==> src/hdl/vgaPkg.sv <==
`default_nettype none

package vgaPkg;

	// visible frame
	localparam int frameWidth = 640;	// pixels per line
	localparam int frameHeight = 480;	// lines per frame

	// larger frame side sets the coordinate range
	localparam int frameMaxSide = (frameWidth > frameHeight) ? frameWidth : frameHeight;

	// one spare bit so a tile plus its offset may run past the frame edge
	localparam int coordBits = $clog2(frameMaxSide) + 1;	// 11 for 640x480

	// screen coordinate, also used for tile positions and in-object offsets
	typedef logic [coordBits-1:0] pixelCoord;

	// colour in 3-3-2 format, red in the top bits
	typedef logic [7:0] rgb8;

	// bitmap value for a pixel that is not drawn
	localparam rgb8 transparentColor = 8'hFF;

endpackage

`default_nettype wire
==> src/hdl/prizePkg.sv <==
`default_nettype none

package prizePkg;

	import vgaPkg::*;	// rgb8 and the transparent encoding

	// prize type as supplied by the game logic
	typedef enum logic [2:0] {
		none       = 3'd0,	// empty tile
		regular    = 3'd1,	// plain prize, square drawer
		speedBonus = 3'd2,	// bonus kinds, diamond drawer
		lifeBonus  = 3'd3,
		scoreBonus = 3'd4
	} prizeKind;

	// selects one of the regular colours
	typedef logic [1:0] colorIndex;

	// regular prize palette, entry 0 first
	localparam rgb8 regularColors [4] = '{8'h3B, 8'h4B, 8'h5B, 8'h6B};

	// colour of a bonus prize, transparent for anything that is not a bonus
	function automatic rgb8 bonusColor(input prizeKind kind);
		rgb8 color;
		case (kind)
			speedBonus: color = 8'hE0;	// red
			lifeBonus:  color = 8'h1C;	// green
			scoreBonus: color = 8'hFC;	// yellow
			default:    color = transparentColor;	// none, regular or unused codes
		endcase
		return color;
	endfunction

endpackage

`default_nettype wire

==> src/hdl/prizeDisplay.sv <==
`timescale 1ns/10ps
`default_nettype none

module prizeDisplay
	import vgaPkg::*;
	import prizePkg::*;
#(
	parameter int prizeSize = 24,	// square side and diamond box width
	parameter int tileOffset = 20	// tile corner to object corner
) (
	input wire logic clk,
	input wire logic resetN,
	input wire pixelCoord pixelX,	// from the display controller
	input wire pixelCoord pixelY,
	input wire pixelCoord regTileX,	// regular prize tile
	input wire pixelCoord regTileY,
	input wire prizeKind regKind,
	input wire colorIndex regColor,
	input wire pixelCoord specTileX,	// bonus prize tile
	input wire pixelCoord specTileY,
	input wire prizeKind specKind,
	input wire rgb8 bgColor,	// used at the mux stage
	output rgb8 rgbOut,	// two cycles after the pixel
	output logic drawing,
	output pixelCoord offsetX,
	output pixelCoord offsetY
);

	logic regDraw;	// drawer stage outputs
	rgb8 regRgb;
	pixelCoord regOffX;
	pixelCoord regOffY;
	logic specDraw;
	rgb8 specRgb;
	pixelCoord specOffX;
	pixelCoord specOffY;

	regularPrize #(
		.prizeSize(prizeSize),
		.tileOffset(tileOffset)
	) regularPrizeInst (
		.clk(clk),
		.resetN(resetN),
		.pixelX(pixelX),
		.pixelY(pixelY),
		.tileX(regTileX),
		.tileY(regTileY),
		.kind(regKind),
		.colorSel(regColor),
		.drawReq(regDraw),
		.rgb(regRgb),
		.offX(regOffX),
		.offY(regOffY)
	);

	specialPrize #(
		.prizeSize(prizeSize),
		.tileOffset(tileOffset)
	) specialPrizeInst (
		.clk(clk),
		.resetN(resetN),
		.pixelX(pixelX),
		.pixelY(pixelY),
		.tileX(specTileX),
		.tileY(specTileY),
		.kind(specKind),
		.drawReq(specDraw),
		.rgb(specRgb),
		.offX(specOffX),
		.offY(specOffY)
	);

	objectMux objectMuxInst (
		.clk(clk),
		.resetN(resetN),
		.regDraw(regDraw),
		.regRgb(regRgb),
		.regOffX(regOffX),
		.regOffY(regOffY),
		.specDraw(specDraw),
		.specRgb(specRgb),
		.specOffX(specOffX),
		.specOffY(specOffY),
		.bgColor(bgColor),
		.rgbOut(rgbOut),
		.drawing(drawing),
		.offsetX(offsetX),
		.offsetY(offsetY)
	);

endmodule

`default_nettype wire

==> src/hdl/objectMux.sv <==
`timescale 1ns/10ps
`default_nettype none

module objectMux
	import vgaPkg::*;
(
	input wire logic clk,
	input wire logic resetN,
	input wire logic regDraw,	// regular square, one cycle after the pixel
	input wire rgb8 regRgb,
	input wire pixelCoord regOffX,
	input wire pixelCoord regOffY,
	input wire logic specDraw,	// bonus diamond, same cycle as the regular one
	input wire rgb8 specRgb,
	input wire pixelCoord specOffX,
	input wire pixelCoord specOffY,
	input wire rgb8 bgColor,	// shown where no object draws
	output rgb8 rgbOut,
	output logic drawing,	// some object won this pixel
	output pixelCoord offsetX,	// offsets of the winning object
	output pixelCoord offsetY
);

	// bonus prizes sit on top of regular ones
	always_ff @(posedge clk or negedge resetN) begin
		if (!resetN) begin
			rgbOut <= '0;
			drawing <= 1'b0;
			offsetX <= '0;
			offsetY <= '0;
		end else if (specDraw) begin
			rgbOut <= specRgb;	// special wins
			drawing <= 1'b1;
			offsetX <= specOffX;
			offsetY <= specOffY;
		end else if (regDraw) begin
			rgbOut <= regRgb;
			drawing <= 1'b1;
			offsetX <= regOffX;
			offsetY <= regOffY;
		end else begin
			rgbOut <= bgColor;	// background, no offsets
			drawing <= 1'b0;
			offsetX <= '0;
			offsetY <= '0;
		end
	end

endmodule

`default_nettype wire

==> src/hdl/specialPrize.sv <==
`timescale 1ns/10ps
`default_nettype none

module specialPrize
	import vgaPkg::*;
	import prizePkg::*;
#(
	parameter int prizeSize = 24,	// width of the diamond's box
	parameter int tileOffset = 20	// tile corner to box corner
) (
	input wire logic clk,
	input wire logic resetN,
	input wire pixelCoord pixelX,	// current scan position
	input wire pixelCoord pixelY,
	input wire pixelCoord tileX,	// top-left corner of the bonus tile
	input wire pixelCoord tileY,
	input wire prizeKind kind,
	output logic drawReq,	// pixel lies inside the diamond
	output rgb8 rgb,
	output pixelCoord offX,	// offset from the box's top-left corner
	output pixelCoord offY
);

	localparam int halfSize = prizeSize / 2;	// centre of the box, also the diamond radius

	typedef logic [$bits(pixelCoord):0] wideCoord;

	wideCoord leftX;	// box edges
	wideCoord topY;
	wideCoord relX;	// pixel relative to the box corner
	wideCoord relY;
	wideCoord distX;	// absolute distance from the centre
	wideCoord distY;
	logic insideBox;
	logic insideDiamond;
	logic isBonus;

	assign leftX = wideCoord'(tileX) + wideCoord'(tileOffset);
	assign topY = wideCoord'(tileY) + wideCoord'(tileOffset);
	assign relX = wideCoord'(pixelX) - leftX;
	assign relY = wideCoord'(pixelY) - topY;

	// coarse test on the bounding box first
	assign insideBox = (wideCoord'(pixelX) >= leftX) && (relX < wideCoord'(prizeSize))
		&& (wideCoord'(pixelY) >= topY) && (relY < wideCoord'(prizeSize));

	// |rel - half|, only meaningful inside the box
	assign distX = (relX >= wideCoord'(halfSize)) ? relX - wideCoord'(halfSize)
		: wideCoord'(halfSize) - relX;
	assign distY = (relY >= wideCoord'(halfSize)) ? relY - wideCoord'(halfSize)
		: wideCoord'(halfSize) - relY;

	// manhattan distance below the radius, box corners fall outside
	assign insideDiamond = insideBox && ((distX + distY) < wideCoord'(halfSize));

	assign isBonus = kind inside {speedBonus, lifeBonus, scoreBonus};	// regular and none never draw here

	always_ff @(posedge clk or negedge resetN) begin
		if (!resetN) begin
			drawReq <= 1'b0;
			rgb <= '0;
			offX <= '0;
			offY <= '0;
		end else if (isBonus && insideDiamond) begin
			drawReq <= 1'b1;
			rgb <= bonusColor(kind);	// colour follows the bonus kind
			offX <= relX[$bits(pixelCoord)-1:0];
			offY <= relY[$bits(pixelCoord)-1:0];
		end else begin
			drawReq <= 1'b0;
			rgb <= transparentColor;
			offX <= '0;
			offY <= '0;
		end
	end

endmodule

`default_nettype wire

==> src/hdl/regularPrize.sv <==
`timescale 1ns/10ps
`default_nettype none

module regularPrize
	import vgaPkg::*;
	import prizePkg::*;
#(
	parameter int prizeSize = 24,	// side of the square
	parameter int tileOffset = 20	// tile corner to square corner
) (
	input wire logic clk,
	input wire logic resetN,
	input wire pixelCoord pixelX,	// current scan position
	input wire pixelCoord pixelY,
	input wire pixelCoord tileX,	// top-left corner of the prize tile
	input wire pixelCoord tileY,
	input wire prizeKind kind,
	input wire colorIndex colorSel,	// palette entry for this prize
	output logic drawReq,	// pixel lies inside the square
	output rgb8 rgb,
	output pixelCoord offX,	// offset from the square's top-left corner
	output pixelCoord offY
);

	// one extra bit keeps tile + offset from wrapping
	typedef logic [$bits(pixelCoord):0] wideCoord;

	wideCoord leftX;	// square edges
	wideCoord topY;
	wideCoord relX;	// pixel relative to the square corner
	wideCoord relY;
	logic insideSquare;

	assign leftX = wideCoord'(tileX) + wideCoord'(tileOffset);
	assign topY = wideCoord'(tileY) + wideCoord'(tileOffset);
	assign relX = wideCoord'(pixelX) - leftX;	// wraps when left of the square, guarded below
	assign relY = wideCoord'(pixelY) - topY;

	// edges at 0 and prizeSize-1 are inside
	assign insideSquare = (wideCoord'(pixelX) >= leftX) && (relX < wideCoord'(prizeSize))
		&& (wideCoord'(pixelY) >= topY) && (relY < wideCoord'(prizeSize));

	always_ff @(posedge clk or negedge resetN) begin
		if (!resetN) begin
			drawReq <= 1'b0;
			rgb <= '0;
			offX <= '0;
			offY <= '0;
		end else if (kind == regular && insideSquare) begin
			drawReq <= 1'b1;
			rgb <= regularColors[colorSel];	// palette lookup
			offX <= relX[$bits(pixelCoord)-1:0];	// in-square offsets for the bitmap stage
			offY <= relY[$bits(pixelCoord)-1:0];
		end else begin
			drawReq <= 1'b0;
			rgb <= transparentColor;	// nothing drawn here
			offX <= '0;
			offY <= '0;
		end
	end

endmodule

`default_nettype wire

==> config.mk <==
export PLATFORM = sky130hd
export DESIGN_NAME = prizeDisplay
export DESIGN_NICKNAME = d
export VERILOG_FILES = /design/src/hdl/vgaPkg.sv /design/src/hdl/prizePkg.sv /design/src/hdl/prizeDisplay.sv /design/src/hdl/objectMux.sv /design/src/hdl/specialPrize.sv /design/src/hdl/regularPrize.sv
export SDC_FILE = /design/constraint.sdc
export NUM_CORES = 1
export LEC_CHECK = 0
export BUFFER_PORTS_ARGS = -buffer_cell sky130_fd_sc_hd__buf_2
export CORE_MARGIN = 5
export CORE_UTILIZATION = 50
export DETAILED_ROUTE_END_ITERATION = 12
export PLACE_DENSITY = 0.78
export SKIP_LAST_GASP = 1
export SYNTH_ARGS = -nofsm -noshare
export SYNTH_HDL_FRONTEND = slang
export SYNTH_SLANG_ARGS = --single-unit
==> constraint.sdc <==
create_clock -name clk -period 1.2 [get_ports clk]
set_clock_uncertainty 0.2 [all_clocks]
set_input_delay 0.36 -clock clk [delete_from_list [all_inputs] [get_ports clk]]
set_output_delay 0.36 -clock clk [all_outputs]
set_load 0.05 [all_outputs]
# ---- Yosys cells after proc, flatten, opt, wreduce, memory -nomap -nowiden
# Cells that the tools add are included.
dict set report classes {
  n_bitwise 1
  n_eq_ne 4
  magnitude_cmp 12
  reduce_logical 10
  n_mux 22
  addsub 13
}
# op count
set ops {}
lappend ops {{11-bit two-way mux} 8}
lappend ops {{11-bit by 5-bit adder with 12-bit output (second input constant)} 4}
lappend ops {{11-bit by 12-bit greater-or-equal comparator with 1-bit output} 4}
lappend ops {{12-bit by 5-bit < comparator with 1-bit output (second input constant)} 4}
lappend ops {{8-bit two-way mux} 6}
lappend ops {{11-bit by 12-bit subtractor with 12-bit output} 4}
lappend ops {{12-bit by 4-bit greater-or-equal comparator with 1-bit output (second input constant)} 2}
lappend ops {{12-bit two-way mux} 2}
lappend ops {{8-bit one-hot mux with 3 select lines} 1}
lappend ops {{12-bit by 4-bit subtractor with 12-bit output (second input constant)} 2}
lappend ops {{4-bit by 12-bit subtractor with 12-bit output (first input constant)} 2}
lappend ops {{8-bit binary-select mux with 2-bit select} 1}
lappend ops {{12-bit adder} 1}
lappend ops {{12-bit by 4-bit < comparator with 1-bit output (second input constant)} 1}
lappend ops {{1-bit logical AND} 9}
lappend ops {{3-bit by 2-bit equality test with 1-bit output (second input constant)} 2}
lappend ops {{1-bit two-way mux} 4}
lappend ops {{3-bit by 1-bit equality test with 1-bit output (second input constant)} 1}
lappend ops {{3-bit equality test (second input constant)} 1}
lappend ops {{3-bit greater-or-equal comparator (second input constant)} 1}
lappend ops {{2-bit inverter with 3-bit output} 1}
lappend ops {{3-bit nonzero test} 1}
dict set report totals {
  input_bits 84
  register_bits 93
  out_inout_bits 31
}

# ---- Logic depth before layout (Yosys ltp)
dict set report depth {
  depth_word 9
  depth_mapped 27
  ltp_nobuf 24
}

# ---- Cells and area by module
# Synthesis repeated with hierarchy kept, for this count alone.
dict set report unflattened {
  cells_unflattened 767
  area_unflattened_um2 6956.7
}
# mod seq_area_each_um2 n_inst cells_each area_per_inst_um2
set modules_own_cells {}
lappend modules_own_cells {specialPrize 650.6 1 409 3382.0}
lappend modules_own_cells {regularPrize 700.7 1 270 2396.0}
lappend modules_own_cells {objectMux 775.7 1 88 1178.6}

# ---- Worst setup path after synthesis
# No wires, ideal clock.
dict set report synth_timing {
  path_kind {input-to-reg}
  start {in specTileY[2]}
  end {reg specialPrizeInst.drawReq}
  t_arrival_ns 5.695
  setup_ns 0.141
  required_time_ns 0.859
  n_path_buf 3
  path_slack_ns -4.836
  stages 24
  cell_sequence {ha_1 -> xor2_1 -> ha_1 -> buf_6 -> a21o_1 -> a211o_1 -> o21ba_1 -> or3_1 -> and2_4 -> or4_4 -> or3_1 -> clkbuf_1 -> mux2i_1 -> xor2_1 -> ha_1 -> clkbuf_1 -> and3_1 -> a31oi_1 -> a31oi_1 -> o22ai_1 -> xnor3_1 -> xor2_1 -> xor2_2 -> nor2_1}
}
dict set report synth_via {
  elab_chain_len 9
  word_cells_on_any_way 15
  cone_classes {add/sub: 5; order compare: 4; mux: 2; reduce/logical: 4}
}
# element line_no
set synth_lines {}
lappend synth_lines {{start: declaration} prizeDisplay.sv:20} ;# input wire pixelCoord specTileY,
lappend synth_lines {{11-bit by 5-bit adder with 12-bit output (*)} specialPrize.sv:39} ;# assign topY = wideCoord'(tileY) + wideCoord'(tileOffset);
lappend synth_lines {{11-bit by 12-bit subtractor with 12-bit output} specialPrize.sv:41} ;# assign relY = wideCoord'(pixelY) - topY;
lappend synth_lines {{4-bit by 12-bit subtractor with 12-bit output (tied with other cells)} specialPrize.sv:51} ;# : wideCoord'(halfSize) - relY;
lappend synth_lines {{12-bit two-way mux} specialPrize.sv:50} ;# assign distY = (relY >= wideCoord'(halfSize)) ? relY - wideCoord'(halfSize)
lappend synth_lines {{12-bit adder} specialPrize.sv:54} ;# assign insideDiamond = insideBox && ((distX + distY) < wideCoord'(halfSize));
lappend synth_lines {{12-bit by 4-bit < comparator with 1-bit output} specialPrize.sv:54}
lappend synth_lines {{1-bit logical AND (*)} specialPrize.sv:54}
lappend synth_lines {{1-bit logical AND (*)} specialPrize.sv:64} ;# end else if (isBonus && insideDiamond) begin
lappend synth_lines {{1-bit two-way mux (*)} specialPrize.sv:64}
lappend synth_lines {{end signal: assignment} specialPrize.sv:60} ;# drawReq <= 1'b0;
lappend synth_lines {{end signal: assignment} specialPrize.sv:65} ;# drawReq <= 1'b1;
lappend synth_lines {{end signal: assignment} specialPrize.sv:70} ;# drawReq <= 1'b0;
lappend synth_lines {{end: declaration} specialPrize.sv:18} ;# output logic drawReq,
# Every way passes the cells marked *; elsewhere a longest branch is shown, timed or not.

# ---- Worst setup path in the final report
dict set report layout_timing {
  start {in specTileY[2]}
  end {reg specialPrizeInst.offY[3]}
}
dict set report layout_via {
  elab_chain_len 9
  word_cells_on_any_way 15
  cone_classes {add/sub: 5; order compare: 4; mux: 2; reduce/logical: 4}
}
# element line_no
set layout_lines {}
lappend layout_lines {{11-bit by 5-bit adder with 12-bit output (*)} specialPrize.sv:39}
lappend layout_lines {{11-bit by 12-bit subtractor with 12-bit output} specialPrize.sv:41}
lappend layout_lines {{4-bit by 12-bit subtractor with 12-bit output (tied with other cells)} specialPrize.sv:51}
lappend layout_lines {{12-bit two-way mux} specialPrize.sv:50}
lappend layout_lines {{12-bit adder} specialPrize.sv:54}
lappend layout_lines {{12-bit by 4-bit < comparator with 1-bit output} specialPrize.sv:54}
lappend layout_lines {{1-bit logical AND} specialPrize.sv:54}
lappend layout_lines {{1-bit logical AND} specialPrize.sv:64}
lappend layout_lines {{11-bit two-way mux (*)} specialPrize.sv:64}
lappend layout_lines {{end signal: assignment} specialPrize.sv:68} ;# offY <= relY[$bits(pixelCoord)-1:0];
lappend layout_lines {{end: declaration} specialPrize.sv:21} ;# output pixelCoord offY
# Marked as above.

==> metrics <==
Worst EP required 1240 ps; Num Clock Sinks 85; Final setup viols 91; core area 13100 um^2; H-tree depth 3; startpoint types primary input; Setup crit end kind register; Pins Over Slew Limit 0; FMAX 161 MHz; Row Count 42; most common cell after layout, fill and taps aside buf_4; Die ar. 15700 um^2; Layout area overhead 72.4%; via/cell ratio 6.09; Final ANT Viol Nets 0; per-cell routed wire length 22.7 um; Synth Instances 735; share of post-route cells with drive strength above 1 49.7%; Layout Nets 1324; number of global-route vias before repair 7870; Hold Crit Start bgColor[0]; dpl ws -5120 ps; post-layout power 16400 uW; slowest CP cell nor4_1; Hold WC Path Type in -> reg; clock period minus worst slack 6210 ps; Mapped Area 6650 um^2; #FFs+latches synth 85; Die X 125 um; CTS tree yes; number of flops mapped to enable cells by yosys 0; maximum vdd drop 0.00100 V; Total Routing Usage GR 31.1%; Root Buffer clkbuf_16; GPL Wtd Cong 0.936; via count 8248; Syn. warnings 0; status finished with violations; syn avg cell area 9.05 um^2; pwr/cell area 1430 nW/um^2; Synth top area share 32.0%; prevailing post-synth register cell dfrtp_1; Max Fanout on Critical Path 4; Unique masters post-synth 66; Clock Path Buffers 2; Starting Density 50.6%; crit-path most repeated cell buf_4; Post-synth ARST share 100%; initial antenna violation count 1; Max-cap violations 0; failing checks negative setup slack; Final Cycle Share 517%; Top delay family on crit path simple AND/OR/NAND/NOR gates; CTS Buf Count 9; final setup TNS -110780 ps; DP HPWL 16300 um; # port buffers 114; CP bufs+invs 12; GR Overflow Total 0; endpoints failing hold 0; Clock Latency Late Sink 340 ps; slowest stage delay, CP 450 ps; post-synthesis sequential area ratio 32.0%; arrival time worst endpoint 6250 ps; Setup CP Type in -> reg; wire length of the first global-routing pass 39200 um; unrepaired setup endpoints after global routing true; Initial DRC Count 707; most frequent cells in the layout buf_4, dfrtp_1, buf_2, nand2_1, buf_6; IO Pins 115; leading post-synthesis cells by cell area dfrtp_1, ha_1, xor2_1; crit path from specTileY[2]; pin count of the biggest net entering global routing 28; Yosys top cell by area dfrtp_1; # DRC 0; clock-pin slew on the worst setup and hold paths 70 ps; Pre-Repair DR Iteration Count 8; Worst-Margin Slew 582 ps; Worst R2R Start specialPrizeInst.drawReq; final worst slack -5010 ps; relative slew slack 60.8%; Lkg Pwr 0.00549 uW; Routed WL 30800 um; Die Ht 125 um
## synth_stat cells, types with 3 or more instances
library cell	count
a21oi_1	48
o21ai_0	34
o22ai_1	3
nand2b_1	17
o211ai_1	4
nand4_1	9
and3_1	11
nor3_1	20
a211o_1	3
o21bai_1	3
nor2b_1	17
o2111ai_1	7
a31o_2	3
or2_2	6
inv_1	35
a211oi_1	16
xnor2_1	29
a21boi_0	3
nor2_1	49
dfrtp_1	85
nor4_1	11
or4_1	3
mux2_2	4
nand3b_1	3
or3_1	5
a21o_1	11
xor2_1	40
nor3b_1	4
ha_1	64
nor3_2	8
nand3_1	13
mux2i_1	10
fa_1	4
clkbuf_1	20
a31oi_1	10
nand2_1	58
a22o_1	21
## power by group
part	internal [uW]	total, uW	switching, uW
Combinational	5020	10600	5570
Sequential	2920	2950	29.9
Clock	1670	2870	1200
## per-stage QoR
step | area [um^2] | utilization, % | hold WS, ps | std cells
floorplan | 7010 | - | -136 | 758
global placement | 9610 | 73.1 | 12.2 | 1277
finish | 11500 | 87.2 | 87.5 | 1354
CTS | 10900 | 82.9 | 67.5 | 1343
detailed placement | 9610 | 73.1 | 11.2 | 1277
global route | 11500 | 87.2 | 97.2 | 1354
## kinds of logic (layout without fill, tap and decap cells)
family                   Yosys count  in the layout  synth area share [%]
AND/OR/NAND/NOR                  249            250                  20.0
AO/OA/AOI/OAI                    187            187                  19.0
flip-flops                        85             85                  32.0
XOR/XNOR                          71             71                  9.67
adder cells (fa/ha/maj)           68             68                  13.2
buffers and inverters             57            475                  3.44
multiplexers                      16             16                  2.52
other                              2             26                 0.113
## path summary, 6_finish.rpt
| kind | endpoint | slack [ps] | depth (start not counted) |
|---|---|---|---|
| max in group asynchronous | specialPrizeInst.drawReq | 170 | 3 |
| worst min-delay path | objectMuxInst.rgbOut[0] | 90 | 3 |
| worst max register to register | objectMuxInst.offsetX[7] | -270 | 4 |
| worst min register to register | objectMuxInst.offsetY[6] | 280 | 1 |
| min in group asynchronous | objectMuxInst.drawing | 200 | 2 |
| worst max-delay path | specialPrizeInst.offY[3] | -5010 | 30 |
## repair_timing
action | CTS | global route
buffers inserted | 46 | 11
setup endpoints to repair | 91 | 91
resized for setup | 148 | 99
endpoints found under the hold margin | 85 | 0
gates cloned | 5 | 1
hold buffers | 1 | 0
pin swaps | 35 | 43
## final cells by class
type | count | area [um^2]
Tap cell | 176 | 220
Antenna cell | 1 | 2.50
Clock inverter | 5 | 60.1
Timing Repair Buffer | 424 | 3360
Inverter | 35 | 144
Clock buffer | 11 | 243
Sequential cell | 85 | 2130
Fill cell | 586 | 1680
Multi-Input combinational cell | 617 | 5310
## worst min-delay path, delay by kind of cell
kind	cells	cell delay (ps)
buf+inv	1	100
simple gates	1	80
compound gates	1	50
## flip-flops by register name (all words and copies together), names as in the netlist, 5 cells and up
register               cells
regularPrizeInst.rgb       5
objectMuxInst.offsetX     11
regularPrizeInst.offX     11
specialPrizeInst.offX     11
objectMuxInst.rgbOut       8
regularPrizeInst.offY     11
specialPrizeInst.offY     11
objectMuxInst.offsetY     11
## metal layers
| layer | part of all wire (%) | track usage (%) |
|---|---|---|
| met1 | 34 | 34.6 |
| met2 | 48 | 57.6 |
| met3 | 7.7 | 4.01 |
| met4 | 9.7 | 15.9 |
| met5 | 0 | 0 |
Power figures use the tool's default switching activity.
